**config.mk**
```make
export PLATFORM = sky130hd
export DESIGN_NAME = instr_buffer
export DESIGN_NICKNAME = d
export VERILOG_FILES = /design/src/verilog/core_pkg.sv /design/src/verilog/instr_buffer.sv
export SDC_FILE = /design/constraint.sdc
export NUM_CORES = 1
export LEC_CHECK = 0
export BUFFER_PORTS_ARGS = -buffer_cell sky130_fd_sc_hd__clkbuf_2
export CAP_MARGIN = 25
export CORE_MARGIN = 2
export CORE_UTILIZATION = 60
export DETAILED_ROUTE_END_ITERATION = 8
export PLACE_DENSITY = 0.82
export SETUP_SLACK_MARGIN = 0.3
export SYNTH_ARGS = -nofsm -noshare
export SYNTH_HDL_FRONTEND = slang
export SYNTH_SLANG_ARGS = --single-unit
```
**constraint.sdc**
```tcl
create_clock -name clk -period 5 [get_ports clk]
set_clock_uncertainty 0.05 [all_clocks]
set_input_delay 1 -clock clk [delete_from_list [all_inputs] [get_ports clk]]
set_output_delay 1 -clock clk [all_outputs]
set_load 0.02 [all_outputs]
```
**src/verilog/core_pkg.sv**
```systemverilog
`default_nettype none

package core_pkg;

    // Issue width of the back end
    parameter int NUM_LANES = 2;

    typedef logic [31:0] word_t;
    typedef logic [31:0] instr_t;
    typedef logic [4:0]  reg_addr_t;
    typedef logic [2:0]  alu_op_t;

    localparam alu_op_t ALU_ADD = 3'd0;
    localparam alu_op_t ALU_SUB = 3'd1;
    localparam alu_op_t ALU_AND = 3'd2;
    localparam alu_op_t ALU_OR  = 3'd3;
    localparam alu_op_t ALU_XOR = 3'd4;
    localparam alu_op_t ALU_LUI = 3'd5; // Passes operand B through
    localparam alu_op_t ALU_NOP = 3'd7;

    // Register-register forms, bits 31:15
    localparam logic [16:0] OP_ADD_W = 17'h00020;
    localparam logic [16:0] OP_SUB_W = 17'h00022;
    localparam logic [16:0] OP_AND   = 17'h00029;
    localparam logic [16:0] OP_OR    = 17'h0002a;
    localparam logic [16:0] OP_XOR   = 17'h0002b;

    // Immediate forms
    localparam logic [9:0]  OP_ADDI_W  = 10'h00a; // Bits 31:22
    localparam logic [6:0]  OP_LU12I_W = 7'h0a;   // Bits 31:25

endpackage

`default_nettype wire

```
**src/verilog/instr_buffer.sv**
```systemverilog
`timescale 1ns/1ns
`default_nettype none

module instr_buffer import core_pkg::*; #(
    parameter int IB_DEPTH = 8
) (
    input  logic       clk,
    input  logic       rst_n_i,
    input  logic       instr_valid_i,
    input  instr_t     instr_i,
    input  logic [1:0] pop_count_i,
    output instr_t     head_instr_o [NUM_LANES],
    output logic [1:0] head_count_o,
    output logic [1:0] credit_return_o
);

    localparam int PTR_W = $clog2(IB_DEPTH);
    localparam int CNT_W = PTR_W + 1;

    instr_t             mem [IB_DEPTH];
    logic [PTR_W-1:0]   wr_ptr;
    logic [PTR_W-1:0]   rd_ptr;
    logic [CNT_W-1:0]   count;

    // Two oldest entries, valid as far as head_count says
    always_comb begin
        for (int l = 0; l < NUM_LANES; l++) begin
            head_instr_o[l] = mem[rd_ptr + PTR_W'(l)];
        end
    end

    always_comb begin
        if (count >= CNT_W'(2)) begin
            head_count_o = 2'd2;
        end else begin
            head_count_o = count[1:0];
        end
    end

    // Entry storage
    always_ff @(posedge clk) begin
        if (instr_valid_i) begin
            mem[wr_ptr] <= instr_i;
        end
    end

    always_ff @(posedge clk) begin
        if (!rst_n_i) begin
            wr_ptr          <= '0;
            rd_ptr          <= '0;
            count           <= '0;
            credit_return_o <= 2'd0;
        end else begin
            if (instr_valid_i) begin
                wr_ptr <= wr_ptr + 1'b1; // Wraps at power-of-two depth
            end
            rd_ptr          <= rd_ptr + PTR_W'(pop_count_i);
            count           <= count + CNT_W'(instr_valid_i) - CNT_W'(pop_count_i);
            credit_return_o <= pop_count_i; // Freed slots go back next cycle
        end
    end

endmodule

`default_nettype wire

```
# Word level (Yosys, flattened, before mapping)
# Memories as Yosys holds them, arrays and structs flattened. A register that Yosys moved wholly into a read port is not among the register bits.
# Cells that the tools add are included.
# word_totals
ramBits	256
latch_bits	0
mem_bits_ro	0
output_inout_bits	68
memories	1
in_bits	37
elab_cells	15
regBits	12
# op_classes
n_div	0
eq_ne	0
mul	0
n_addsub	5
order_cmp	1
bitwise	0
n_reduce_logical	0
n_shift	0
muxes	4
# memory_table
memory	depth	word_bits	read_ports	rd_clocked_by_memory_dff	wr	line_no	rtl
mem	8	32	2	1	1	instr_buffer.sv:20	instr_t mem [IB_DEPTH];
# ops
op	n
adder 3 x 1 -> 3 bit, second input constant	2
adder 4 x 1 -> 4 bit	1
>= comparator 4 x 2 -> 1 bit, second input constant	1
subtractor 4 x 2 -> 4 bit	1
adder 3 x 2 -> 3 bit	1
2-to-1 mux 3 bit	1
2-to-1 mux 1 bit	2
2-to-1 mux 2 bit	1

# Depth between registers and ports, before layout
# logic_depth
word_depth	2
mapped_depth	8
depth_no_buf	8

# Least setup slack after synthesis
# Ideal clock, no wire load.
# synth_path
kind	input-to-reg
from	input port instr_valid_i
to	memory mem[0][0] in the netlist's numbering (enable)
slack_ns	1.188
n_path_buf	0
arrival_ns	3.301
t_required_ns	4.489
cell_stages	2
setup_ns	0.461
cell_sequence	nand2b_1 -> nor3_1
# synth_via
elab_chain_cells	2
# synth_rtl
item	line_no	rtl
start: declaration	instr_buffer.sv:9	input logic instr_valid_i,
2-to-1 mux 1 bit	instr_buffer.sv:42	if (instr_valid_i) begin
2-to-1 mux 1 bit (implied by the code)	instr_buffer.sv:43	mem[wr_ptr] <= instr_i;
end: declaration	instr_buffer.sv:20	
# Every way passes these cells.

==> impl_results.md <==
* Status: finished clean
* Starting DRC count in detailed routing at 449
* Critical path arrival at 2760 ps
* Leak at 0.00473 uW
* Syn nets at 601
* DRT antenna net count at 0
* Total setup buffers inserted after CTS at 0
* Die area at 21900 sq um
* Synth area leader: edfxtp_1
* Ys Warns at 0
* Unrepaired setup endpoints after global routing: no
* Post-DR wirelength/cell at 25.6 um
* Clock Path Buffers at 3
* Hold Fails Final Rpt at 0
* FP Rows at 52
* HP Class: reg -> reg
* Max Slew Vio Count at 0
* WL final at 24400 um
* Initial Utilization at 61.2%
* Layout cells sized above 1 at 43.6%
* Antenna diodes at 0
* Crit share post-route at 76.2%
* Layout area overhead at 12.9%
* Worst flop-to-flop path startpoint: wr_ptr[0]$_SDFFE_PN0P_
* Worst hold stages at 2
* CTS buffer count at 26
* Post-DR vias/cell at 6.57
* Drt pass-1 iters at 4
* Most frequent cell after synthesis: edfxtp_1
* Critical Path End Type: primary output
* Fin nets at 713
* IO Port Bufs at 104
* Hold EP: wr_ptr[2]$_SDFFE_PN0P_
* DRC viols at 0
* FF-to-FF path depth at 3
* Detailed Place HPWL at 14600 um
* Total global-route track usage at 23.0%
* Total core area at 20300 sq um
* Non-Filler Instances at 955
* Syn Inst Count at 553
* H-tree depth at 1
* Top cells by count, synth: edfxtp_1 (256), mux4_2 (72), mux2_2 (64), mux4_1 (56), buf_2 (14)
* Sequential fraction of the synthesis area at 63.8%
* Max-Cap Viols at 0
* Startpoint Class: flip-flop
* Clock Sink Count at 268
* Final min period at 3810 ps
* Root Driver: clkbuf_16
* Reg-to-reg critical path endpoint: mem[1][7]$_DFFE_PP_
* Setup TNS at 0 ps
* I/O pins at 105
* Top cell type's share of synthesized area at 61.8%
* Vias in the first global route at 6755
* Initial antenna violation count at 0
* PwrDens at 403 nW/um^2
* Top FF cell, synth: edfxtp_1
* CP Max Fanout at 36
* Unique masters post-synth at 24
* Hold Crit Start: wr_ptr[2]$_SDFFE_PN0P_
* Post-synth EDFFs at 256
* #FFs+latches synth at 268
* Avg Cell Area, Syn at 22.5 sq um
* Peak VDD IR at 0.000308 V
* Synth area leaders: edfxtp_1 (62%), mux4_2 (13%), mux4_1 (12%), mux2_2 (5.8%), dfxtp_1 (1.9%)
* Critical path required time at 3950 ps
* Ys async rst share at 0%
* Die width at 148 um
* Power consumption at 5660 uW
* Flop-to-flop setup slack at 2800 ps
* CTS tree: yes
* Largest net degree at the start of global routing at 130
* Tightest Pin Transition at 1040 ps
* Worst-path clk slew at 60 ps
* Fmax at 0.262 GHz
* Dpl cells at 907
* Clk_lat worst skew at 520 ps
* First-pass GRT wire length at 37900 um
* Slew headroom at 30.6%
* Placer Congestion at 0.765
* Vias post-DR at 6275
* CP Class: reg -> out
* Global route overflow at 0
* # resized after CTS at 0
* Area of the mapped netlist at 12400 sq um
* Vert. Die Dim at 148 um
* Final setup fails at 0
* Post-CTS Hold Buffers at 0
-- worst max-delay path by stage --
| stage | from | end | cells past startpoint |
|---|---|---|---|
| finish | rd_ptr[1]$_SDFF_PN0_ | head_instr_o[48] | 5 |
| global route | rd_ptr[1]$_SDFF_PN0_ | head_instr_o[45] | 5 |
| CTS | rd_ptr[1]$_SDFF_PN0_ | head_instr_o[45] | 5 |
| detailed placement | rd_ptr[1]$_SDFF_PN0_ | head_instr_o[45] | 5 |
| global placement | rd_ptr[1]$_SDFF_PN0_ | head_instr_o[45] | 4 |
| floorplan | instr_valid_i | mem[0][0]$_DFFE_PP_ | 2 |
-- cell type report --
type                    instances  area [sq um]
well taps                     270           338
flip-flops and latches        268          7940
clock buffers                  36           688
multi-input cells             241          4280
fillers                      1241          6260
inverters                       8          30.0
clock inverters                12          92.6
repair buffers                120           673
-- cell families (layout without fill, tap and decap cells) --
kind of cell    count (synthesis)  in the layout  share of synthesized area (%)
flops                         268            268                           63.8
simple gates                   29             29                           1.22
compound gates                  2              2                          0.101
mux                           194            194                           30.8
xor+xnor                        5              5                          0.352
buf+inv                        44            176                           2.48
fa+ha+maj                      11             11                           1.23
-- layer usage --
layer / GRT usage [%] / wire, um / vias to the layer above
li1: - / - / 2669
met1: 31.1 / 9490 / 3320
met2: 40.1 / 12800 / 251
met3: 3.95 / 1640 / 35
met4: 5.48 / 479 / 0
met5: 0 / 0 / -
-- state kept, by name, summed over array words and instances, names as in the netlist --
name,flops
count,4
credit_return_o,2
mem,256
rd_ptr,3
wr_ptr,3
-- where the power goes --
| group | switching [uW] | total, uW | internal, uW |
|---|---|---|---|
| logic | 700 | 1300 | 601 |
| clock network | 775 | 1790 | 1010 |
| registers | 32.4 | 2570 | 2530 |
| total | 1510 | 5660 | 4150 |
-- cell usage in the layout, fill, tap and decap left out, types with 2 or more instances in the layout --
cell type	n
inv_1	8
fa_1	2
buf_4	14
xnor2_1	2
nand2_1	4
nand2b_1	5
and2_1	9
mux2i_1	2
mux4_2	72
edfxtp_1	256
mux2_2	64
xor2_1	2
clkinv_1	8
clkbuf_16	26
clkbuf_1	10
nor3_2	2
mux4_1	56
clkbuf_2	104
ha_1	8
dfxtp_1	9
nor2_4	6
nor2b_1	2
dfxtp_4	2
-- critical path: stages, from the launching register on --
cell and delay, ps:
dfxtp_4 350, buf_4 470, buf_16 330, mux4_1 610, mux2_2 300, clkbuf_2 160
-- metrics by stage --
step | hold slack (ps) | worst slack [ps] | instance area, sq um | util [%]
after global placement | 532 | 1600 | 13200 | 65.2
after global routing | 602 | 1080 | 14000 | 69.2
after floorplan | 504 | 1190 | 12400 | -
final | 563 | 1190 | 14000 | 69.2
after CTS | 567 | 1160 | 14000 | 69.2
after detailed placement | 545 | 1710 | 13300 | 65.3
No activity file was read; power rests on OpenSTA's default activity.
