`config.mk`:
```
export PLATFORM = sky130hd
export DESIGN_NAME = exec_stage
export DESIGN_NICKNAME = d
export VERILOG_FILES = /design/src/verilog/core_pkg.sv /design/src/verilog/exec_stage.sv
export SDC_FILE = /design/constraint.sdc
export NUM_CORES = 1
export LEC_CHECK = 0
export ABC_AREA = 1
export BUFFER_PORTS_ARGS = -buffer_cell sky130_fd_sc_hd__buf_2
export CAP_MARGIN = 20
export CORE_MARGIN = 4
export CORE_UTILIZATION = 58
export CTS_CLUSTER_SIZE = 30
export DETAILED_ROUTE_END_ITERATION = 6
export GPL_TIMING_DRIVEN = 0
export PLACE_DENSITY = 0.88
export SYNTH_ARGS = -nofsm -noshare
export SYNTH_HDL_FRONTEND = slang
export SYNTH_SLANG_ARGS = --single-unit
export TNS_END_PERCENT = 10
```
`constraint.sdc`:
```
create_clock -name clk -period 3.4 [get_ports clk]
set_input_delay 0.51 -clock clk [delete_from_list [all_inputs] [get_ports clk]]
set_output_delay 0.51 -clock clk [all_outputs]
set_load 0.05 [all_outputs]
```
`src/verilog/core_pkg.sv`:
```
`default_nettype none

package core_pkg;

    // Issue width of the back end
    parameter int NUM_LANES = 2;

    typedef logic [31:0] word_t;
    typedef logic [31:0] instr_t;
    typedef logic [4:0]  reg_addr_t;
    typedef logic [2:0]  alu_op_t;

    localparam alu_op_t ALU_ADD = 3'd0;
    localparam alu_op_t ALU_SUB = 3'd1;
    localparam alu_op_t ALU_AND = 3'd2;
    localparam alu_op_t ALU_OR  = 3'd3;
    localparam alu_op_t ALU_XOR = 3'd4;
    localparam alu_op_t ALU_LUI = 3'd5; // Passes operand B through
    localparam alu_op_t ALU_NOP = 3'd7;

    // Register-register forms, bits 31:15
    localparam logic [16:0] OP_ADD_W = 17'h00020;
    localparam logic [16:0] OP_SUB_W = 17'h00022;
    localparam logic [16:0] OP_AND   = 17'h00029;
    localparam logic [16:0] OP_OR    = 17'h0002a;
    localparam logic [16:0] OP_XOR   = 17'h0002b;

    // Immediate forms
    localparam logic [9:0]  OP_ADDI_W  = 10'h00a; // Bits 31:22
    localparam logic [6:0]  OP_LU12I_W = 7'h0a;   // Bits 31:25

endpackage

`default_nettype wire

```
`src/verilog/exec_stage.sv`:
```
`timescale 1ns/1ns
`default_nettype none

module exec_stage import core_pkg::*; (
    input  logic                 clk,
    input  logic                 rst_n_i,
    input  logic [NUM_LANES-1:0] issue_valid_i,
    input  alu_op_t              issue_op_i [NUM_LANES],
    input  reg_addr_t            issue_rd_i [NUM_LANES],
    input  logic [NUM_LANES-1:0] issue_we_i,
    input  word_t                issue_a_i [NUM_LANES],
    input  word_t                issue_b_i [NUM_LANES],
    output logic [NUM_LANES-1:0] commit_valid_o,
    output logic [NUM_LANES-1:0] commit_we_o,
    output reg_addr_t            commit_reg_o [NUM_LANES],
    output word_t                commit_data_o [NUM_LANES]
);

    word_t result [NUM_LANES];

    function automatic word_t alu(input alu_op_t op, input word_t a, input word_t b);
        word_t y;
        case (op)
            ALU_ADD: y = a + b;
            ALU_SUB: y = a - b;
            ALU_AND: y = a & b;
            ALU_OR:  y = a | b;
            ALU_XOR: y = a ^ b;
            ALU_LUI: y = b;     // Immediate already shifted
            default: y = '0;
        endcase
        return y;
    endfunction

    // One ALU per lane
    always_comb begin
        for (int l = 0; l < NUM_LANES; l++) begin
            result[l] = alu(issue_op_i[l], issue_a_i[l], issue_b_i[l]);
        end
    end

    // Writeback register
    always_ff @(posedge clk) begin
        if (!rst_n_i) begin
            commit_valid_o <= '0;
            commit_we_o    <= '0;
        end else begin
            commit_valid_o <= issue_valid_i;
            commit_we_o    <= issue_valid_i & issue_we_i;
        end
    end

    always_ff @(posedge clk) begin
        for (int l = 0; l < NUM_LANES; l++) begin
            commit_reg_o[l]  <= issue_rd_i[l];
            commit_data_o[l] <= result[l];
        end
    end

endmodule

`default_nettype wire

```
== Word level (Yosys, flattened, before mapping) ==
Index checks and enable logic that the tools add are counted.

* Equality and inequality tests: 10
* Magnitude comparators: 0
* Multiply operators: 0
* Div/mod/pow operators: 0
* Bitwise gates (word level): 7
* Reductions and logical operators: 2
* Shift-type cells: 0
* $add $sub $neg: 4
* Multiplexer cells: 2

{| class="wikitable"
|+ Operators by type and width
! kind !! number
|-
| $pmux W32 S6 || 2
|-
| $add A32 B32 Y32 || 2
|-
| $and A32 B32 Y32 || 2
|-
| $or A32 B32 Y32 || 2
|-
| $sub A32 B32 Y32 || 2
|-
| $xor A32 B32 Y32 || 2
|-
| $eq A3 B2 Y1 const B || 4
|-
| $eq A3 B3 Y1 const B || 4
|-
| $eq A3 B1 Y1 const B || 2
|-
| $logic_not A3 Y1 || 2
|-
| $and A2 B2 Y2 || 1
|}

* RAM bits: 0
* Bits in latches: 0
* Memories kept: 0
* Output and inout port bits: 78
* Input bits: 150
* Register bits after elaboration: 78
* ROM bits: 0
* Logic and storage cells: 31

== Longest topological paths before layout ==
* Depth in word-level cells: 2
* Gate-level depth with buffers: 24
* Mapped depth without buffers: 24

== Least setup slack after synthesis ==
No wires, ideal clock.

* Path kind: input port to flip-flop
* Start: input issue_b_i[32] (netlist bit)
* End: register commit_data_o[58] (netlist bit)
* Path slack: 526 ps
* Cell stages on the path: 21
* Path buffers: 0
* Data required time: 3,279 ps
* Setup time: 121 ps
* Arrival: 2,753 ps
* Cell sequence: inv_1 ha_1 inv_1 nor3_2 inv_1 nor2_2 nand2_1 o21ai_2 o21ai_1 xor2_1 ha_1 nand2_1 inv_1 nand2_1 nand2_1 a21oi_1 nor2_1 nor2_1 nand3_1 nand3_1 nand2_1

{| class="wikitable"
|+ RTL lines
! item !! RTL line !! source
|-
| start, declared || exec_stage.sv:12 || <nowiki>input word_t issue_b_i [NUM_LANES],</nowiki>
|-
| end signal, assigned by index || exec_stage.sv:56 || <nowiki>commit_data_o[l] <= result[l];</nowiki>
|-
| end, declared || exec_stage.sv:16 || <nowiki>output word_t commit_data_o [NUM_LANES]</nowiki>
|}

==> impl_results.md <==
* Status: finished, final reports clean
* Post-synthesis instance area at 11700 sq um
* Grt met2 use at 0.598
* Post-synthesis cell count at 1962
* IO Count at 228
* TritonCTS clock tree: yes
* Max-cap viol count at 0
* Die span in y at 150 um
* P&R area growth vs syn at 15.8%
* Synth warnings at 0
* Post-Syn Area per Cell at 5.98 sq um
* Critical Path Fanout Max at 10
* DRC errors left at 0
* Root buf cell: clkbuf_16
* Count of buffers from port buffering at 227
* Initial antenna violation count at 0
* Hold Path Class: input port to flop
* GRT overflow at 0
* Setup TNS at 0 ns
* First-pass GRT wire length at 63700 um
* CTS H-tree lvls at 3
* Share of layout cells above drive strength 1 at 0.139
* Hold Fails Final Rpt at 0
* Tcrit/Tclk final at 0.979
* Routed WL at 41400 um
* Worst EP arrival at 3.57 ns
* CTS Sinks at 78
* CTS max path bufs at 2
* Async SR Flop Fraction at 0
* Inserted Clock Buffers at 9
* Synth Register Bits at 78
* Crit path kind: input port to flop
* Slew @ Worst Pin at 0.786 ns
* Synth cell types at 39
* Element type at the critical path start: input port
* Critical-path top delay cell: ha_1
* Peak Freq at 301 MHz
* Slew margin rel. at 0.476
* N_diodes at 0
* Most common cell after layout, fill and taps aside: nand2_1
* Pleak at 7.95 nW
* Worst path max stage delay at 0.36 ns
* Via count at 14200
* Post-DR vias/cell at 5.75
* Gr usage total at 0.352
* GR Util met1 at 0.422
* Synth Flop Type: dfxtp_1
* 1st-iter DRT viols at 1466
* DR WL/cell at 16.8 um
* CP top delay family: simple AND/OR/NAND/NOR gates
* DIE AREA at 22600 sq um
* Min cycle time layout at 3.33 ns
* Most frequent cells in the layout: nand2_1, inv_1, buf_2
* Most frequent CP cell: nand2_1
* Top Usage Layer GRT: met2
* Initial Util at 0.597
* Max IR drop VDD at 0.000236 V
* RSZ-0062 raised after global routing: yes
* Vias in the first global route at 13400
* Required @ worst endpoint at 3.64 ns
* Drt first pass iters at 6
* Core Footprint at 19700 sq um
* Die width at 150 um
* Detail Route Antenna Nets at 0
* Nets at 2545
* Fin. max-slew vios at 0
* Largest net degree at the start of global routing at 14
* Synth Net Count at 2306
* Crit. End Element: flop
* Cell Pwr Density at 332 nW/um^2
* CP cell instances: buf_2, nor2_1, nand2_2, inv_2, buf_2, nor2_1, xor2_1, inv_1, ha_1, nand2_1, inv_1, nand2_1, nor3_1, nand2_1, nand2_2, nand2_1, nand2_1, nand2_1, nand3_1, nand2_1
* RePlAce Congestion at 1.06
* Post-synth EDFFs at 0
* WP buf/inv at 5
* Setup violators final at 0
* Met3 Use GR at 0.0506
* Clk pin slew, worst setup/hold paths at 0.07 ns
* Row Count at 51
* Total power at 4.51 mW
* Post-synthesis sequential area ratio at 0.133
* Post-detail-place hpwl at 33800 um
==> cells by family (layout without fill, tap and decap cells) <==
group / Yosys count / after routing / synth area share
and+or+nand+nor: 958 / 958 / 0.338
buffers and inverters: 394 / 637 / 0.128
AOI/OAI and AO/OA: 279 / 279 / 0.148
adders and majority gates: 194 / 194 / 0.208
DFF: 78 / 78 / 0.133
xor gates and xnor gates: 59 / 59 / 0.0441
==> area by class of cell <==
class / count / area, sq um
Sequential cell: 78 / 1560
Fill cell: 1816 / 6080
Multi-Input combinational cell: 1490 / 8720
Inverter: 360 / 1350
Clock inverter: 5 / 85.1
Tap cell: 265 / 332
Timing Repair Buffer: 228 / 1140
Clock buffer: 10 / 229
Buffer: 34 / 150
==> synthesized netlist by cell type (all sizes together) (5+ instances only) <==
master | count | share of area
nand4 | 15 | 0.0080
or2 | 5 | 0.0027
o21ai | 83 | 0.036
o22ai | 14 | 0.0075
nor2 | 203 | 0.065
o2111ai | 8 | 0.0060
inv | 360 | 0.12
nand2 | 579 | 0.19
nand3b | 20 | 0.013
buf | 18 | 0.0077
xor2 | 59 | 0.044
nor3 | 21 | 0.011
o21bai | 7 | 0.0045
a221oi | 49 | 0.037
o211ai | 13 | 0.0083
a21oi | 85 | 0.036
nand3 | 109 | 0.048
o221ai | 5 | 0.0037
ha | 192 | 0.20
clkbuf | 16 | 0.0051
dfxtp | 78 | 0.13
==> stage by stage <==
| step | cells | worst slack (ns) | hold slack, ns | area [sq um] | util |
|---|---|---|---|---|---|
| 2_1_floorplan | 1962 | 0.526 | 0.538 | 11700 | - |
| 3_3_place_gp | 2454 | -0.359 | 0.612 | 13200 | 0.671 |
| 3_5_place_dp | 2454 | -0.382 | 0.614 | 13200 | 0.671 |
| 4_1_cts | 2469 | 0.0805 | 0.247 | 13500 | 0.688 |
| 5_1_grt | 2470 | -0.0240 | 0.242 | 13600 | 0.691 |
| 6_report | 2470 | 0.0724 | 0.248 | 13600 | 0.691 |
==> flip-flops by register name, summed over array words and instances (netlist names) <==
signal,cells
commit_we_o,2
commit_reg_o,10
commit_valid_o,2
commit_data_o,64
==> where the power goes <==
part / leakage (nW) / switching (mW) / internal (mW)
Clock: 0.149 / 0.453 / 0.643
Sequential: 0.655 / 0.0253 / 1.04
Combinational: 7.15 / 1.67 / 0.686
Total: 7.95 / 2.15 / 2.36
==> metal layers <==
layer  wire length [um]  share of wire  vias up
met5                  0              0        -
met4               2650          0.064        0
met3               3980          0.096      199
met2              18900           0.46      875
met1              15900           0.38     6353
li1                   -              -     6779
==> repair_timing <==
| item | CTS | global route |
|---|---|---|
| cloned | 0 | 0 |
| hold buffers | 0 | 0 |
| endpoints found under the setup margin | 2 | 30 |
| pin swaps | 0 | 1 |
| buffers inserted | 0 | 1 |
| resized for setup | 1 | 20 |
==> final timing paths <==
path	slack [ns]	start	depth (start not counted)	end
max	0.07	issue_op_i[5]	20	commit_data_o[55]$_DFF_P_
min	0.25	issue_rd_i[1]	1	commit_reg_o[1]$_DFF_P_
No activity file was read; power rests on OpenSTA's default activity.
