<file path="src/verilog/core_pkg.sv">
`default_nettype none

package core_pkg;

    // Issue width of the back end
    parameter int NUM_LANES = 2;

    typedef logic [31:0] word_t;
    typedef logic [31:0] instr_t;
    typedef logic [4:0]  reg_addr_t;
    typedef logic [2:0]  alu_op_t;

    localparam alu_op_t ALU_ADD = 3'd0;
    localparam alu_op_t ALU_SUB = 3'd1;
    localparam alu_op_t ALU_AND = 3'd2;
    localparam alu_op_t ALU_OR  = 3'd3;
    localparam alu_op_t ALU_XOR = 3'd4;
    localparam alu_op_t ALU_LUI = 3'd5; // Passes operand B through
    localparam alu_op_t ALU_NOP = 3'd7;

    // Register-register forms, bits 31:15
    localparam logic [16:0] OP_ADD_W = 17'h00020;
    localparam logic [16:0] OP_SUB_W = 17'h00022;
    localparam logic [16:0] OP_AND   = 17'h00029;
    localparam logic [16:0] OP_OR    = 17'h0002a;
    localparam logic [16:0] OP_XOR   = 17'h0002b;

    // Immediate forms
    localparam logic [9:0]  OP_ADDI_W  = 10'h00a; // Bits 31:22
    localparam logic [6:0]  OP_LU12I_W = 7'h0a;   // Bits 31:25

endpackage

`default_nettype wire

</file>
<file path="src/verilog/dispatch.sv">
`timescale 1ns/1ns
`default_nettype none

module dispatch import core_pkg::*; (
    input  logic                 clk,
    input  logic                 rst_n_i,
    input  logic [1:0]           head_count_i,
    input  alu_op_t              alu_op_i [NUM_LANES],
    input  reg_addr_t            rd_i [NUM_LANES],
    input  reg_addr_t            rj_i [NUM_LANES],
    input  reg_addr_t            rk_i [NUM_LANES],
    input  logic [NUM_LANES-1:0] uses_rk_i,
    input  word_t                imm_i [NUM_LANES],
    input  logic [NUM_LANES-1:0] we_i,
    output logic [1:0]           pop_count_o,
    output reg_addr_t            rf_raddr_o [2*NUM_LANES],
    input  word_t                rf_rdata_i [2*NUM_LANES],
    output logic [NUM_LANES-1:0] issue_valid_o,
    output alu_op_t              issue_op_o [NUM_LANES],
    output reg_addr_t            issue_rd_o [NUM_LANES],
    output logic [NUM_LANES-1:0] issue_we_o,
    output word_t                issue_a_o [NUM_LANES],
    output word_t                issue_b_o [NUM_LANES]
);

    logic [NUM_LANES-1:0] go;
    logic [NUM_LANES-1:0] src_busy;
    logic                 pair_dep;

    // Result still one stage away from the register file
    function automatic logic in_flight(input reg_addr_t r);
        logic hit;
        hit = 1'b0;
        for (int l = 0; l < NUM_LANES; l++) begin
            if (issue_valid_o[l] && issue_we_o[l] && issue_rd_o[l] == r) begin
                hit = 1'b1;
            end
        end
        return hit;
    endfunction

    always_comb begin
        for (int l = 0; l < NUM_LANES; l++) begin
            src_busy[l] = in_flight(rj_i[l]) || (uses_rk_i[l] && in_flight(rk_i[l]));
        end
        // Younger lane reading what the older one writes
        pair_dep = we_i[0] &&
                   (rj_i[1] == rd_i[0] || (uses_rk_i[1] && rk_i[1] == rd_i[0]));
        go[0] = (head_count_i != 2'd0) && !src_busy[0];
        go[1] = go[0] && (head_count_i == 2'd2) && !pair_dep && !src_busy[1];
    end

    assign pop_count_o = go[1] ? 2'd2 : (go[0] ? 2'd1 : 2'd0);

    always_comb begin
        for (int l = 0; l < NUM_LANES; l++) begin
            rf_raddr_o[2*l]   = rj_i[l];
            rf_raddr_o[2*l+1] = rk_i[l];
        end
    end

    always_ff @(posedge clk) begin
        if (!rst_n_i) begin
            issue_valid_o <= '0;
            issue_we_o    <= '0;
        end else begin
            issue_valid_o <= go;
            issue_we_o    <= go & we_i;
        end
    end

    always_ff @(posedge clk) begin
        for (int l = 0; l < NUM_LANES; l++) begin
            issue_op_o[l] <= alu_op_i[l];
            issue_rd_o[l] <= rd_i[l];
            issue_a_o[l]  <= rf_rdata_i[2*l];
            issue_b_o[l]  <= uses_rk_i[l] ? rf_rdata_i[2*l+1] : imm_i[l];
        end
    end

endmodule

`default_nettype wire

</file>
<file path="config.mk">
export PLATFORM = sky130hd
export DESIGN_NAME = dispatch
export DESIGN_NICKNAME = d
export VERILOG_FILES = /design/src/verilog/core_pkg.sv /design/src/verilog/dispatch.sv
export SDC_FILE = /design/constraint.sdc
export NUM_CORES = 1
export LEC_CHECK = 0
export ABC_CLOCK_PERIOD_IN_PS = 2800
export BUFFER_PORTS_ARGS = -buffer_cell sky130_fd_sc_hd__buf_2
export CAP_MARGIN = 5
export CORE_AREA = 2 2 157 159
export DETAILED_ROUTE_END_ITERATION = 10
export DIE_AREA = 0 0 159 161
export MAX_ROUTING_LAYER = met4
export PLACE_DENSITY = 0.56
export SETUP_SLACK_MARGIN = 0.1
export SLEW_MARGIN = 15
export SYNTH_ARGS = -nofsm -noshare
export SYNTH_HDL_FRONTEND = slang
export SYNTH_SLANG_ARGS = --single-unit
export TNS_END_PERCENT = 20
</file>
<file path="constraint.sdc">
create_clock -name clk -period 2.8 [get_ports clk]
set_clock_uncertainty 0.15 [all_clocks]
set_input_delay 0.84 -clock clk [delete_from_list [all_inputs] [get_ports clk]]
set_output_delay 0.84 -clock clk [all_outputs]
set_load 0.01 [all_outputs]
</file>
Yosys cells after proc, flatten, opt, wreduce, memory -nomap -nowiden:

Cells that the tools add are included.

* register bits after elaboration: 148
* output and inout port bits: 170
* input bits: 236
* word-level logic and storage cells: 59

* reductions and logical operators: 25
* equality and inequality tests: 11
* muxes and demuxes: 12
* bitwise operators: 1

Operators by type and width (number)
* 32-bit 2-to-1 mux: 2
* 5-bit == test: 10
* 1-bit logical AND: 18
* 1-bit 2-to-1 mux: 9
* 1-bit logical NOT: 3
* 1-bit logical OR: 3
* 2-bit bitwise AND: 1
* 2-bit == test (second input constant): 1
* 2-bit 2-to-1 mux: 1
* 2-bit nonzero test: 1

Depth between registers and ports, before layout:

* depth in word-level cells: 12
* gate-level depth with buffers: 6
* gate-level depth less buffers: 5

Least setup slack after synthesis:

No wires, ideal clock.

* path kind: input to output
* start point: input port rk_i[3] (netlist bit)
* end point: output port pop_count_o[1]
* data required time: 1.810 ns
* buffers on the path: 1
* stages: 6
* setup slack: -0.014 ns
* arrival time: 1.824 ns
* cells stage by stage: xor2_1 > nor4_1 > a41oi_2 > o311ai_2 > nor3_1 > buf_4

* word-level cells in the longest chain between the ends: 9
* elaborated cells on any way between the ends: 17
* classes of those cells: 3 x eq/ne; 3 x mux; 11 x reduce/logical

RTL lines
* from (decl): line dispatch.sv:11 `input reg_addr_t rk_i [NUM_LANES],`
* 5-bit == test: line dispatch.sv:35 `if (issue_valid_o[l] && issue_we_o[l] && issue_rd_o[l] == r) begin`
* 1-bit logical AND: line dispatch.sv:35
* 1-bit 2-to-1 mux (2 in a row): line dispatch.sv:35
* 1-bit logical AND: line dispatch.sv:44 `src_busy[l] = in_flight(rj_i[l]) || (uses_rk_i[l] && in_flight(rk_i[l]));`
* 1-bit logical OR: line dispatch.sv:44
* 1-bit logical NOT: line dispatch.sv:50 `go[1] = go[0] && (head_count_i == 2'd2) && !pair_dep && !src_busy[1];`
* 1-bit logical AND (*): line dispatch.sv:50
* named net go[1]: line dispatch.sv:26 `logic [NUM_LANES-1:0] go;`
* 2-bit 2-to-1 mux (*): line dispatch.sv:53 `assign pop_count_o = go[1] ? 2'd2 : (go[0] ? 2'd1 : 2'd0);`
* to (decl): line dispatch.sv:15 `output logic [1:0] pop_count_o,`

Mark *: on every way through the listed nets, which the timed path passes. The rest lies on a longest branch.

Worst setup path after layout:

* start point: input port rk_i[7] (netlist bit)
* end point: output port pop_count_o[1]

* word-level cells in the longest chain between the ends: 12
* elaborated cells on any way between the ends: 14
* classes of those cells: 2 x eq/ne; 3 x mux; 9 x reduce/logical

RTL lines
* 5-bit == test: line dispatch.sv:35
* 1-bit logical AND: line dispatch.sv:35
* 1-bit 2-to-1 mux: line dispatch.sv:35
* 1-bit 2-to-1 mux (*): line dispatch.sv:35
* 1-bit logical AND (*): line dispatch.sv:44
* 1-bit logical OR (*): line dispatch.sv:44
* 1-bit logical NOT (*): line dispatch.sv:49 `go[0] = (head_count_i != 2'd0) && !src_busy[0];`
* 1-bit logical AND (*): line dispatch.sv:49
* 1-bit logical AND (*) (3 in a row): line dispatch.sv:50
* 2-bit 2-to-1 mux (*): line dispatch.sv:53

Mark *: on every way between the ends. The rest lies on a longest branch, timed or not.

==> out/results.txt <==
The proportion of layout cells with a drive suffix above 1 works out to 0.6354. The tree is rooted in a clkbuf_16. The slack of the critical path is -0.2907 ns. After synthesis, the netlist uses 22 different library cells.

In this run the horizontal extent of the chip is 159 um. The area growth from synthesis to final layout was 71.01%; the post-route setup TNS was -0.5732 ns. The synthesized net count is 562. The tools report the start of the worst register-to-register path as issue_rd_o[4]$_DFF_P_. The transition time at the pin with the least slew margin works out to 0.4729 ns.

The run gives 17 as the number of CTS-inserted buffers. The post-detailed-route DRC marker count was 0; the area of the die was 0.02560 sq mm. The run gives -0.4084 ns as the post-place setup slack. Data arrival time of the critical path: 2.10 ns. After global routing the overflow that remains totals 0. Final cycle utilization of the critical path: 1.104. Setup repair after global routing could not meet its margin everywhere. Entering global routing, the biggest net connects 33 pins. The first detailed-routing pass took 4 iterations.

The flow ran to the end, but the final reports show violations. The synthesized design contains 0 enable-type register cells. Across the run, the number of max-cap violations was 0. The start-to-end type of the worst setup path is in2out.

The number of antenna violations at the first check in global routing came out at 2. Among all cell types in the netlist, the one instantiated most often is dfxtp_1. The logs give 0.3470 mV for the highest ir drop seen on vdd and 0.02396 sq mm for the core area. The run gives 4 as the deepest level of the CTS H-tree. After detailed placement, the total cell area comes to 0.007054 sq mm. By area the synthesized netlist is led by dfxtp_1, mux2_1, xor2_1, buf_4, xnor2_1. Synthesis produced a netlist whose cell count is 326. The slowest stage of the critical path is the nor4_1 cell. Number of cell rows: 57.

TritonCTS built the clock tree. In this design, the stage delay of the slowest critical-path cell is 0.29 ns. Once detail routing completed, the nets flagged for antenna violations numbered 0. Per-cell via count in the routed design: 3.632. After routing the design area is 0.007810 sq mm. The synthesized design contains 148 register bits. The tools report the number of failing hold endpoints at the final stage as 0.

Element type at the critical path start: an input pin. Based on the critical path, the design can be clocked at up to 323.6 MHz. Setup violations remaining at the end of the flow were counted as 2. The number of pins with negative max-slew slack in the final report is 0.

The logs give 3,973 for the detailed-route via count and 2 for the clock tree buffer depth. After the flow finishes, the layout carries non-filler instances totaling 1,094. From bottom edge to top edge, the die measures 161 um.

The clock latency on the worst-skew pair came out at 0.42 ns. The most critical setup path has its startpoint at rk_i[7]. Of all nets on the critical path, the largest fanout is 3. The worst setup path is captured at an output port. The global-route usage over all layers was 0.1304; the number of placed cells counting well taps was 1,058. The worst path in the final design needs a cycle of 3.091 ns, including I/O delays and setup. Among cell families on the critical path, the largest total delay comes from simple AND/OR/NAND/NOR gates. The average size of a mapped cell is 14.01 sq um, and the weighted congestion reported at the end of routability-driven placement is 0.7953. For this design the static power due to leakage is 3.845 nW. Hold timing on the final database bottoms out at a slack of 0.3662 ns.

The count of buffers from port buffering was 405. The initial DRC count was 111; the post-synthesis instance area was 0.004567 sq mm. The first global-routing pass estimated 24,010 um of wire.

Post-CTS clock slew at the launch and capture registers of the worst setup and hold paths: 0.08 ns. Among all flip-flop cells after synthesis, the most frequent one is dfxtp_1. Dividing the detail-routed wire length by the instance count gives 15.39 um. The net count of the finished layout is 991.

The checks that failed: setup timing. The detailed-placement wirelength estimate is 13,810 um. The tools report the via count of the first global-routing pass as 4,040. The logs give 0.6488 for the sequential element share of the synthesized area and 406 for the top-level I/O count. For the worst setup path, the data required time is 1.81 ns.

For the total of warnings raised by yosys, the log shows 0. For the effective utilization at floorplan, the log shows 0.1906. The final layout contains routed wiring with a total length of 16,830 um. The worst hold path begins at rf_rdata_i[45]. The async set-reset flop share out of synthesis came out at 0. The signal on the critical path passes through buf_2 > xor2_1 > nor4_1 > nand4_1 > nand4_4 > nor3_2 > buf_4 > buf_6. Leading area contributor after synthesis: dfxtp_1.

By count the netlist is led by dfxtp_1, mux2_1, xor2_1. The top-area cell type share of the netlist area works out to 0.6488. The total buffers and inverters traversed by the critical path works out to 3. The worst min-delay path category is in2reg. The areal power density over the cells is 672.4 mW/mm^2. The worst max-slew margin expressed relative to the limit was 0.6847; the total number of clock tree sinks was 148.
-- power breakdown --
group / internal (mW) / switching [mW]
Sequential: 2.24 / 0.0436
Combinational: 0.341 / 0.308
Clock: 1.21 / 1.10
-- cell type report --
cell class                      count  area, sq um
Sequential cell                   148         2967
Antenna cell                        2        5.005
Timing Repair Buffer              439         2340
Fill cell                        2457        16150
Clock buffer                       17        425.4
Tap cell                          324        405.4
Inverter                            2        7.507
Multi-Input combinational cell    147         1474
Clock inverter                     15        186.4
-- cell usage in the layout (no fill, tap or decap), types with 2 or more instances in the layout --
cell type  instances
buf_2            397
dfxtp_1          145
mux2_1            64
xor2_1            37
buf_4             33
clkbuf_16         17
xnor2_1           13
buf_6              8
nor4_2             7
clkinv_8           6
nor4_1             4
nand4_1            4
inv_8              4
nand3_1            3
clkinv_4           3
dfxtp_2            3
diode_2            2
inv_1              2
a41oi_2            2
nor2_1             2
inv_6              2
-- metal layers --
layer | wire length (um) | track usage | part of all wire
met5 | 0 | - | 0
met1 | 6800 | 0.1434 | 0.40
met2 | 8723 | 0.2298 | 0.52
met3 | 1087 | 0.03672 | 0.065
met4 | 221 | 0.03926 | 0.013
-- final timing paths --
| kind | end | slack [ns] | cells after the start |
|---|---|---|---|
| min reg2reg | issue_valid_o[0]$_SDFF_PN0_ | 0.88 | 5 |
| min | issue_a_o[13]$_DFF_P_ | 0.37 | 1 |
| max | pop_count_o[1] | -0.29 | 8 |
| max reg2reg | issue_valid_o[1]$_SDFF_PN0_ | 0.99 | 8 |
-- stage by stage --
| stage | util | power (mW) |
|---|---|---|
| after global placement | 0.2944 | 2.968 |
| after CTS | 0.3218 | 5.342 |
| after floorplan | - | 2.582 |
| after global routing | 0.3259 | 5.501 |
| final | 0.3259 | 5.252 |
| after detailed placement | 0.2944 | 2.975 |
-- logic make-up (layout without fill, tap and decap cells) --
family | count (synthesis) | after routing | share of synthesized area
and+or+nand+nor | 29 | 29 | 0.04027
AOI/OAI and AO/OA | 4 | 4 | 0.01288
muxes | 64 | 64 | 0.1578
DFF | 148 | 148 | 0.6488
xor gates and xnor gates | 50 | 50 | 0.09589
other | 0 | 2 | 0
buffers and inverters | 31 | 473 | 0.04438
-- sequential cells by signal, summed over array words and instances (netlist names) --
signal and count:
issue_a_o 64, issue_b_o 64, issue_rd_o 10, issue_op_o 6
issue_valid_o 2, issue_we_o 2
-- timing repair --
action / 4_1_cts / 5_1_grt
hold buffers: 0 / 0
pin swaps: 4 / 10
endpoints found under the setup margin: 2 / 2
setup buffers: 0 / 2
endpoints found under the hold margin: 0 / 0
gates resized for setup: 9 / 20
Power figures use the tool's default switching activity.
