<file path="config.mk">
export PLATFORM = sky130hd
export DESIGN_NAME = decoder
export DESIGN_NICKNAME = d
export VERILOG_FILES = /design/src/verilog/core_pkg.sv /design/src/verilog/decoder.sv
export SDC_FILE = /design/constraint.sdc
export NUM_CORES = 1
export LEC_CHECK = 0
export ABC_AREA = 1
export BUFFER_PORTS_ARGS = -buffer_cell sky130_fd_sc_hd__buf_2
export CAP_MARGIN = 20
export CORE_MARGIN = 2
export CORE_UTILIZATION = 40
export DETAILED_ROUTE_END_ITERATION = 8
export PLACE_DENSITY = 0.91
export SLEW_MARGIN = 10
export SYNTH_ARGS = -nofsm -noshare
export SYNTH_HDL_FRONTEND = slang
export SYNTH_SLANG_ARGS = --single-unit
export TNS_END_PERCENT = 100
</file>
<file path="constraint.sdc">
create_clock -name vclk -period 1.43
set_input_delay 0.143 -clock vclk [all_inputs]
set_output_delay 0.143 -clock vclk [all_outputs]
set_load 0.01 [all_outputs]
</file>
<file path="src/verilog/core_pkg.sv">
`default_nettype none

package core_pkg;

    // Issue width of the back end
    parameter int NUM_LANES = 2;

    typedef logic [31:0] word_t;
    typedef logic [31:0] instr_t;
    typedef logic [4:0]  reg_addr_t;
    typedef logic [2:0]  alu_op_t;

    localparam alu_op_t ALU_ADD = 3'd0;
    localparam alu_op_t ALU_SUB = 3'd1;
    localparam alu_op_t ALU_AND = 3'd2;
    localparam alu_op_t ALU_OR  = 3'd3;
    localparam alu_op_t ALU_XOR = 3'd4;
    localparam alu_op_t ALU_LUI = 3'd5; // Passes operand B through
    localparam alu_op_t ALU_NOP = 3'd7;

    // Register-register forms, bits 31:15
    localparam logic [16:0] OP_ADD_W = 17'h00020;
    localparam logic [16:0] OP_SUB_W = 17'h00022;
    localparam logic [16:0] OP_AND   = 17'h00029;
    localparam logic [16:0] OP_OR    = 17'h0002a;
    localparam logic [16:0] OP_XOR   = 17'h0002b;

    // Immediate forms
    localparam logic [9:0]  OP_ADDI_W  = 10'h00a; // Bits 31:22
    localparam logic [6:0]  OP_LU12I_W = 7'h0a;   // Bits 31:25

endpackage

`default_nettype wire

</file>
<file path="src/verilog/decoder.sv">
`timescale 1ns/1ns
`default_nettype none

module decoder import core_pkg::*; (
    input  instr_t    instr_i,
    output alu_op_t   alu_op_o,
    output reg_addr_t rd_o,
    output reg_addr_t rj_o,
    output reg_addr_t rk_o,
    output logic      uses_rk_o,
    output word_t     imm_o,
    output logic      we_o
);

    // Register fields sit at fixed positions
    assign rd_o = instr_i[4:0];
    assign rj_o = instr_i[9:5];
    assign rk_o = instr_i[14:10];

    always_comb begin
        alu_op_o  = ALU_NOP;
        uses_rk_o = 1'b0;
        imm_o     = '0;
        if (instr_i[31:15] == OP_ADD_W) begin
            alu_op_o  = ALU_ADD;
            uses_rk_o = 1'b1;
        end else if (instr_i[31:15] == OP_SUB_W) begin
            alu_op_o  = ALU_SUB;
            uses_rk_o = 1'b1;
        end else if (instr_i[31:15] == OP_AND) begin
            alu_op_o  = ALU_AND;
            uses_rk_o = 1'b1;
        end else if (instr_i[31:15] == OP_OR) begin
            alu_op_o  = ALU_OR;
            uses_rk_o = 1'b1;
        end else if (instr_i[31:15] == OP_XOR) begin
            alu_op_o  = ALU_XOR;
            uses_rk_o = 1'b1;
        end else if (instr_i[31:22] == OP_ADDI_W) begin
            alu_op_o = ALU_ADD;
            imm_o    = {{20{instr_i[21]}}, instr_i[21:10]}; // si12
        end else if (instr_i[31:25] == OP_LU12I_W) begin
            alu_op_o = ALU_LUI;
            imm_o    = {instr_i[24:5], 12'b0}; // si20 in the upper bits
        end
    end

    // No write for unknown encodings or r0
    assign we_o = (alu_op_o != ALU_NOP) && (rd_o != '0);

endmodule

`default_nettype wire

</file>
Word level (Yosys, flattened, before mapping)

Cells that the tools add are included.

Equality and inequality tests: 8
Mux-type cells: 19
Reductions and logical operators: 2

Operators with widths:

| cell                | count |
|---|---|
| $mux 32             | 7 |
| $eq 17x6->1 const B | 5 |
| $mux 3              | 6 |
| $eq 10x4->1 const B | 1 |
| $eq 7x4->1 const B  | 1 |
| $mux 1              | 5 |
| $reduce_bool 5->1   | 1 |
| $ne 3x3->1 const B  | 1 |
| $mux 2              | 1 |
| $logic_and 1x1->1   | 1 |

Register bits after elaboration: 0
Output and inout bits: 52

Depth between registers and ports, before layout

Gate-level depths: netlist of run 1.

Word-level depth: 10
Mapped depth: 10
Gate-level depth less buffers: 10

Worst setup path before layout of run 1

No wires, ideal clock.

Path kind: in2out
Start: in instr_i[28]
End: out we_o
Arrival: 0.975 ns
Setup slack: 0.312 ns
Stages: 9
Path buffers: 0
Cell sequence: nor2_1 -> nand2_1 -> nor2_4 -> nand3_1 -> nand2_1 -> nor2_2 -> nand2_1 -> nor2_1 -> nor2_1

Longest elaborated chain between the ends: 10
Elaborated cells between the ends (all ways): 16
Those cells by class: 8 x eq/ne; 7 x mux; 1 x reduce/logical

RTL lines:

| what                | line          | source |
|---|---|---|
| start: declaration  | decoder.sv:5  | `input instr_t instr_i,` |
| $eq 7x4->1          | decoder.sv:42 | `end else if (instr_i[31:25] == OP_LU12I_W) begin` |
| $mux 2              | decoder.sv:42 |  |
| $mux 3              | decoder.sv:39 | `end else if (instr_i[31:22] == OP_ADDI_W) begin` |
| $mux 3              | decoder.sv:36 | `end else if (instr_i[31:15] == OP_XOR) begin` |
| $mux 3              | decoder.sv:33 | `end else if (instr_i[31:15] == OP_OR) begin` |
| $mux 3              | decoder.sv:30 | `end else if (instr_i[31:15] == OP_AND) begin` |
| $mux 3              | decoder.sv:27 | `end else if (instr_i[31:15] == OP_SUB_W) begin` |
| $mux 3 *            | decoder.sv:24 | `if (instr_i[31:15] == OP_ADD_W) begin` |
| via alu_op_o[1]     | decoder.sv:6  | `output alu_op_t alu_op_o,` |
| $ne 3x3->1 *        | decoder.sv:49 | `assign we_o = (alu_op_o != ALU_NOP) && (rd_o != '0);` |
| $logic_and 1x1->1 * | decoder.sv:49 |  |
| end: declaration    | decoder.sv:12 | `output logic we_o` |

Mark *: on every way through the listed nets, which the timed path passes. The rest lies on a longest branch.

Worst setup path in the final report of run 1

Start: in instr_i[23]
End: out we_o

Longest elaborated chain between the ends: 9
Elaborated cells between the ends (all ways): 14
Those cells by class: 7 x eq/ne; 6 x mux; 1 x reduce/logical

RTL lines:

| what                | line |
|---|---|
| $eq 10x4->1         | decoder.sv:39 |
| $mux 3              | decoder.sv:39 |
| $mux 3              | decoder.sv:36 |
| $mux 3              | decoder.sv:33 |
| $mux 3              | decoder.sv:30 |
| $mux 3              | decoder.sv:27 |
| $mux 3 *            | decoder.sv:24 |
| $ne 3x3->1 *        | decoder.sv:49 |
| $logic_and 1x1->1 * | decoder.sv:49 |

Mark *: on every way between the ends. The rest lies on a longest branch, timed or not.

==> reports/qor.yml, run 1 <==
yosysTopAreaCellShare: 0.214
io_buffers: 84
first_global_vias: 814
final_cell_area_um2: 1300
post_dp_cell_area_um2: 1140
fp.dieW_um: 48.5
layout_setup_ws_ns: 0.0688
syn_nets: 196
place_congestion: 0.813
yosysMostFrequentCell: "nand2_1"
track_usage: 0.160
slew_viol_final: 0
routed_wl_um: 2290
yosysTopAreaCell: "nand2_1"
seqCellArea_um2: 0
pre_cts_slack_ns: 0.0619
grt_start_max_net_pins: 19
ios: 84
ant_nets: 0
drv_cap: 0
grt_antenna_before_repair: 0
ctsResizeCount: 0
num-clock-buffers: 0
seq_area_frac_synth: 0
dieArea_um2: 2350
start_kind: "primary input"
critPathMaxFanout: 5
grt_pass1_wl_um: 3290
final_nets: 265
crit_required_ns: 1.29
synthCells: 164
nFlopsAndLatches: 0
route.detailed.drc: 0
drtIter0Drc: 8
post-route-min-period_ns: 1.36
via_per_inst: 4.32
status: "complete, no violations"
drive_gt1_frac: 0.589
slew_headroom: 0.801
avgSynthCellArea_um2: 4.82
initial_core_util: 0.411
yosys.area_share.simple: 0.519
synth_fa_ha_area_frac: 0
area_growth_pct: 64.1
rsz0062_at_grt: "yes"
ys_top_cells_by_count: "45 x nand2_1, 33 x nor2_1, 32 x inv_1"
endpoint_kind: "output pin"
synth_top_family_by_area: "simple AND/OR/NAND/NOR gates"
design.core.area_um2: 1920
period_share: 0.952
synth-compound-area-share: 0.120
setup_viol: 0
hp-class: "in2out"
power_density_nw_per_um2: 127
vias: 1115
worstMarginPinSlew_ns: 0.297
yosysWarnings: 0
multi_input_area_um2: 639
wl_per_cell_um: 8.87
synth_cell_types: 19
synth_area_um2: 791
cts_hold_buf: 0
arrival_ns: 1.22
worstSetupPathType: "in2out"
grt-ovfl-total: 0
synthXorXnorAreaFrac: 0
irDropWorstVdd_v: 0.000101
max_clock_freq_mhz: 735
synthTopCellsByArea: "nand2_1 21%, nor2_1 16%, inv_1 15%"
hold_violations: 0
first_pass_iters: 4
cts_setup_buffers: 0
p_leak_nw: 0.948
dp_hpwl_um: 1760
rows: 16
synthMuxAreaShare: 0
antennaDiodeCount: 0
nFillCells: 205
die_y_um: 48.5
## cell type report
class                           instances  area share
Multi-Input combinational cell        108       0.493
Timing Repair Buffer                   87       0.375
Inverter                               36       0.106
Tap cell                               27      0.0260
## worst paths after layout
check / from / slack, ns / end / cells after the start
min: instr_i[10] / 0.48 / rk_o[0] / 2
max: instr_i[23] / 0.07 / we_o / 11
## per-stage QoR
| step | utilization | setup TNS (ns) | hold slack (ns) | total power, mW | std cells |
|---|---|---|---|---|---|
| final | 0.675 | 0 | 0.484 | 0.165 | 258 |
| after global routing | 0.675 | -0.0343 | 0.490 | 0.181 | 258 |
| after CTS | 0.594 | 0 | 0.485 | 0.140 | 258 |
| after detailed placement | 0.594 | 0 | 0.485 | 0.139 | 258 |
| after global placement | 0.594 | 0 | 0.483 | 0.137 | 258 |
| after floorplan | - | 0 | 0.378 | 0.0861 | 164 |
## worst max-delay path, stage by stage
cell and delay (ns):
buf_2 0.12, nor2_2 0.13, nand2_2 0.08, nor2_4 0.18, nand3_2 0.11, nand2_4 0.11
nor2_4 0.04, nand2_2 0.06, nor2_2 0.03, nor2_1 0.08, buf_2 0.13
## routing by layer
metal	global-route usage	routed length, um
met3	0.00617	121
met1	0.212	933
met2	0.306	1230
met4	0	0
met5	0	0
## power by group
group          leakage (nW)  switching (mW)  total, mW  internal (mW)
clock                     0               0          0              0
sequential                0               0          0              0
combinational         0.948          0.0925      0.165         0.0724
total                 0.948          0.0925      0.165         0.0724
## cells in the final DEF, fill, tap and decap left out, types with 2 or more instances in the layout
cell type	n
buf_6	3
inv_2	3
inv_1	32
nor2_1	18
nand3_2	5
o21ai_2	10
nand3_1	4
nand2_4	2
buf_12	2
nand2_2	8
nand2_1	36
buf_2	81
nor2_2	10
nor2_4	10
## kinds of logic after synthesis
| group | after synthesis |
|---|---|
| buf+inv | 56 |
| simple gates | 96 |
| compound gates | 12 |
Note: power is estimated with default switching activity, not from simulation.
==> inputs of run 2 (changes only) <==
--- a/config.mk
+++ b/config.mk
@@ -6,7 +6,7 @@
 export NUM_CORES = 1
 export LEC_CHECK = 0
 export ABC_AREA = 1
-export BUFFER_PORTS_ARGS = -buffer_cell sky130_fd_sc_hd__buf_2
+export BUFFER_PORTS_ARGS = -buffer_cell sky130_fd_sc_hd__buf_4
 export CAP_MARGIN = 20
 export CORE_MARGIN = 2
 export CORE_UTILIZATION = 40
==> run 2 against run 1 <==
  * Critical path depth unchanged
  * Sequential cell count unchanged
  * Non-clock buffer count unchanged
  * Utilization increased by 8.7 points
  * Cell count unchanged
  * Maximum frequency decreased by 1.3%
  * Largest power group unchanged
  * Highest routed layer unchanged
==> reports/qor.yml, run 2 (synthesis results as in run 1) <==
status: "complete, no violations"  # unchanged
worst-path-buf-inv: 2  # unchanged
rsz0062_at_grt: "yes"  # unchanged
slew_viol_final: 0  # unchanged
grt_antenna_before_repair: 0  # unchanged
layoutNonFillerInstCount: 258  # unchanged
cts_hold_buf: 0  # unchanged
post-route-min-period_ns: 1.38  # was 1.36 ns
design.core.area_um2: 1920  # unchanged
place_congestion: 0.789  # was 0.813
ctsResizeCount: 0  # unchanged
max_clock_freq_mhz: 725  # was 735 MHz
nFlopsAndLatches: 0  # unchanged
grt-ovfl-total: 0  # unchanged
dieArea_um2: 2350  # unchanged
period_share: 0.965  # was 0.952
cts_setup_buffers: 0  # unchanged
num-clock-buffers: 0  # unchanged
p_leak_nw: 0.976  # was 0.948 nW
routed_wl_um: 2630  # was 2290 um
dp.cells: 258  # unchanged
via_per_inst: 4.45  # was 4.32
vias: 1147  # was 1115
cp_slowest_cell: "nor2_4"  # unchanged
fp.dieW_um: 48.5  # unchanged
layout_commonest_cell: "buf_4"  # was buf_2
crit_chain: "buf_4 > nor2_4 > nand2_2 > nor2_4 > nand3_2 > nand2_1 > nor2_2 > nand2_1 > nor2_1 > nor2_1 > buf_4"  # was buf_2 > nor2_2 > nand2_2 > nor2_4 > nand3_2 > nand2_4 > nor2_4 > nand2_2 > nor2_2 > nor2_1 > buf_2
irDropWorstVdd_v: 0.000107  # was 0.000101 V
first_global_vias: 972  # was 814
hold_violations: 0  # unchanged
ant_nets: 0  # unchanged
start_kind: "primary input"  # unchanged
io_buffers: 84  # unchanged
die_y_um: 48.5  # unchanged
first_pass_iters: 4  # unchanged
drive_gt1_frac: 0.571  # was 0.589
worstSetupPathType: "in2out"  # unchanged
critPathTopFamily: "simple AND/OR/NAND/NOR gates"  # unchanged
setup_viol: 0  # unchanged
drv_cap: 0  # unchanged
critPathMaxFanout: 5  # unchanged
area_growth_pct: 85.3  # was 64.1%
worstMarginPinSlew_ns: 0.291  # was 0.297 ns
arrival_ns: 1.24  # was 1.22 ns
nFillCells: 175  # was 205
slew_headroom: 0.806  # was 0.801
rows: 16  # unchanged
layout_common_cells: "85 x buf_4, 40 x nand2_1, 32 x inv_1, 18 x nor2_1, 12 x nor2_2"  # was 81 x buf_2, 36 x nand2_1, 32 x inv_1, 18 x nor2_1
max_stage_delay_ns: 0.20  # was 0.18 ns
tns_ns: 0  # unchanged
endpoint_kind: "output pin"  # unchanged
grt_pass1_wl_um: 3880  # was 3290 um
dp_hpwl_um: 2080  # was 1760 um
grt_start_max_net_pins: 19  # unchanged
final_nets: 265  # unchanged
drtIter0Drc: 14  # was 8
initial_core_util: 0.411  # unchanged
track_usage: 0.193  # was 0.160
wl_per_cell_um: 10.2  # was 8.87 um
route.detailed.drc: 0  # unchanged
crit_required_ns: 1.29  # about the same
ios: 84  # unchanged
multi_input_area_um2: 616  # was 639 um2
seqCellArea_um2: 0  # unchanged
hp-class: "in2out"  # unchanged
antennaDiodeCount: 0  # unchanged
power_density_nw_per_um2: 138  # was 127 nW/um2
run 2: changes by cell type in the layout (fill, tap and decap cells not counted), moves of 2 or more:
cell	previous run	this run
buf_2	81	0
buf_4	1	85
buf_6	3	0
nand2_1	36	40
nand2_2	8	5
nor2_2	10	12
nor2_4	10	8
run 2: worst paths after layout:
| kind | startpoint | to | slack (ns) | cells after the start |
|---|---|---|---|---|
| min | instr_i[14] | rk_o[4] | 0.47 | 2 |
| max | instr_i[28] | we_o | 0.05 | 11 |
run 2: cell type report:
| class | count | share of cell area |
|---|---|---|
| repair buffers | 87 | 0.463 |
| well taps | 27 | 0.0231 |
| inverters | 36 | 0.0939 |
| multi-input cells | 108 | 0.420 |
run 2: through the flow:
stage	util	area, um2	setup WS (ns)	power [mW]	hold WS (ns)
after global placement	0.704	1350	0.0776	0.177	0.472
after CTS	0.704	1350	0.0481	0.181	0.474
final	0.762	1470	0.0507	0.202	0.472
after floorplan	-	791	0.312	0.0861	0.378
after detailed placement	0.704	1350	0.0473	0.181	0.474
after global routing	0.762	1470	-0.0739	0.219	0.479
run 2: power by group:
group	total (mW)	internal [mW]	switching, mW
clock network	0	0	0
registers	0	0	0
logic	0.202	0.105	0.0972
total	0.202	0.105	0.0972
run 2: metal layers:
| layer | track usage | vias up | part of all wire |
|---|---|---|---|
| met3 | 0.0216 | 0 | 0.065 |
| met4 | 0.00952 | 0 | 0 |
| met2 | 0.407 | 39 | 0.59 |
| met1 | 0.210 | 508 | 0.35 |
| li1 | - | 600 | - |
| met5 | 0 | - | 0 |
==> inputs of run 3 (changes only) <==
--- a/config.mk
+++ b/config.mk
@@ -11,6 +11,7 @@
 export CORE_MARGIN = 2
 export CORE_UTILIZATION = 40
 export DETAILED_ROUTE_END_ITERATION = 8
+export MAX_ROUTING_LAYER = met4
 export PLACE_DENSITY = 0.91
 export SLEW_MARGIN = 10
 export SYNTH_ARGS = -nofsm -noshare
==> run 3 against run 2 <==
  * Cell area unchanged
  * Via count increased by 0.52%
  * Global-route usage increased by 0.54 points
==> reports/qor.yml, run 3 (synthesis results as in run 1) <==
status: "complete, no violations"  # unchanged
start_kind: "primary input"  # unchanged
area_growth_pct: 85.3  # unchanged
max_stage_delay_ns: 0.20  # about the same
drive_gt1_frac: 0.571  # unchanged
cp_slowest_cell: "nor2_4"  # unchanged
place_congestion: 0.800  # was 0.789
power_density_nw_per_um2: 138  # about the same
first_global_vias: 970  # was 972
track_usage: 0.198  # was 0.193
seqPwrFrac: 0  # about the same
dieArea_um2: 2350  # unchanged
worstMarginPinSlew_ns: 0.292  # was 0.291 ns
clockPowerShare: 0  # about the same
antennaDiodeCount: 0  # unchanged
dp_hpwl_um: 2080  # unchanged
setup_viol: 0  # unchanged
layout_commonest_cell: "buf_4"  # unchanged
cp-startpoint: "instr_i[28]"  # unchanged
wl_per_cell_um: 10.2  # about the same
first_pass_iters: 4  # unchanged
slew_headroom: 0.805  # was 0.806
endpoint_kind: "output pin"  # unchanged
crit_chain: "buf_4 > nor2_4 > nand2_2 > nor2_4 > nand3_2 > nand2_1 > nor2_2 > nand2_1 > nor2_1 > nor2_1 > buf_4"  # unchanged
irDropWorstVdd_v: 0.000107  # unchanged
post_dp_cell_area_um2: 1350  # unchanged
nFillCells: 175  # unchanged
rsz0062_at_grt: "yes"  # unchanged
design.core.area_um2: 1920  # unchanged
drtIter0Drc: 10  # was 14
slew_viol_final: 0  # unchanged
worstSetupPathType: "in2out"  # unchanged
max_clock_freq_mhz: 725  # unchanged
final_nets: 265  # unchanged
critPathMaxFanout: 5  # unchanged
io_buffers: 84  # unchanged
final_cell_area_um2: 1470  # unchanged
route.met2.wl_um: 1540  # unchanged
grt_pass1_wl_um: 3880  # unchanged
hold_violations: 0  # unchanged
initial_core_util: 0.411  # unchanged
routed_wl_um: 2630  # about the same
grt_start_max_net_pins: 19  # unchanged
seqCellArea_um2: 0  # unchanged
hp-class: "in2out"  # unchanged
wl_met3_um: 160  # was 171 um
rows: 16  # unchanged
ios: 84  # unchanged
p_int_uw: 105  # about the same
post-route-min-period_ns: 1.38  # unchanged
nFlopsAndLatches: 0  # unchanged
crit_required_ns: 1.29  # about the same
layout_common_cells: "85 x buf_4, 40 x nand2_1, 32 x inv_1, 18 x nor2_1, 12 x nor2_2"  # unchanged
grt_antenna_before_repair: 0  # unchanged
whs_ns: 0.472  # unchanged
hp-start: "instr_i[14]"  # unchanged
layoutNonFillerInstCount: 258  # unchanged
combinationalPowerShare: 1.000  # about the same
cts_setup_buffers: 0  # unchanged
via_per_inst: 4.47  # was 4.45
num-clock-buffers: 0  # unchanged
dp.cells: 258  # unchanged
die_y_um: 48.5  # unchanged
period_share: 0.965  # unchanged
arrival_ns: 1.24  # about the same
worst-path-buf-inv: 2  # unchanged
topRoutingLayerUsed: "met3"  # unchanged
switching_power_uw: 97.2  # about the same
p_sw_frac: 0.480  # about the same
grt-ovfl-total: 0  # unchanged
p_leak_nw: 0.976  # unchanged
wl_met1_um: 921  # was 911 um
drv_cap: 0  # unchanged
vias: 1153  # was 1147
fp.dieW_um: 48.5  # unchanged
route.detailed.drc: 0  # unchanged
critPathTopFamily: "simple AND/OR/NAND/NOR gates"  # unchanged
ant_nets: 0  # unchanged
[run 3: cell counts in the layout (fill, tap and decap cells not counted)]
No cell type changed its count.
[run 3: final cells by class]
cell class	instances	area, um2	area share
multi-input combinational	108	616	0.420
timing repair buffer	87	678	0.463
tap	27	33.8	0.0231
inverter	36	138	0.0939
[run 3: timing repair]
action                     4_1_cts  5_1_grt
resized for setup                0       33
hold buffers                     0        0
setup endpoints to repair        0       19
[run 3: per-stage QoR]
step           TNS [ns]   util  power (mW)  setup WS [ns]
2_1_floorplan         0      -      0.0861          0.312
3_3_place_gp          0  0.704       0.177         0.0776
3_5_place_dp          0  0.704       0.181         0.0473
4_1_cts               0  0.704       0.181         0.0481
5_1_grt          -0.114  0.762       0.219        -0.0739
6_report              0  0.762       0.202         0.0507
[run 3: power groups by stage]
stage	clock, mW	combinational (mW)	sequential (mW)
floorplan	0	0.0861	0
global placement	0	0.177	0
detailed placement	0	0.181	0
CTS	0	0.181	0
global route	0	0.219	0
finish	0	0.202	0
[run 3: path summary, 6_finish.rpt]
kind              slack [ns]      end  depth (start not counted)
hold / removal          0.47  rk_o[4]                          2
setup / recovery        0.05     we_o                         11
[run 3: routing by layer]
metal  vias to the layer above  track usage
met2                        41        0.407
li1                        600            -
met5                         -            -
met3                         0       0.0216
met4                         0      0.00952
met1                       512        0.210
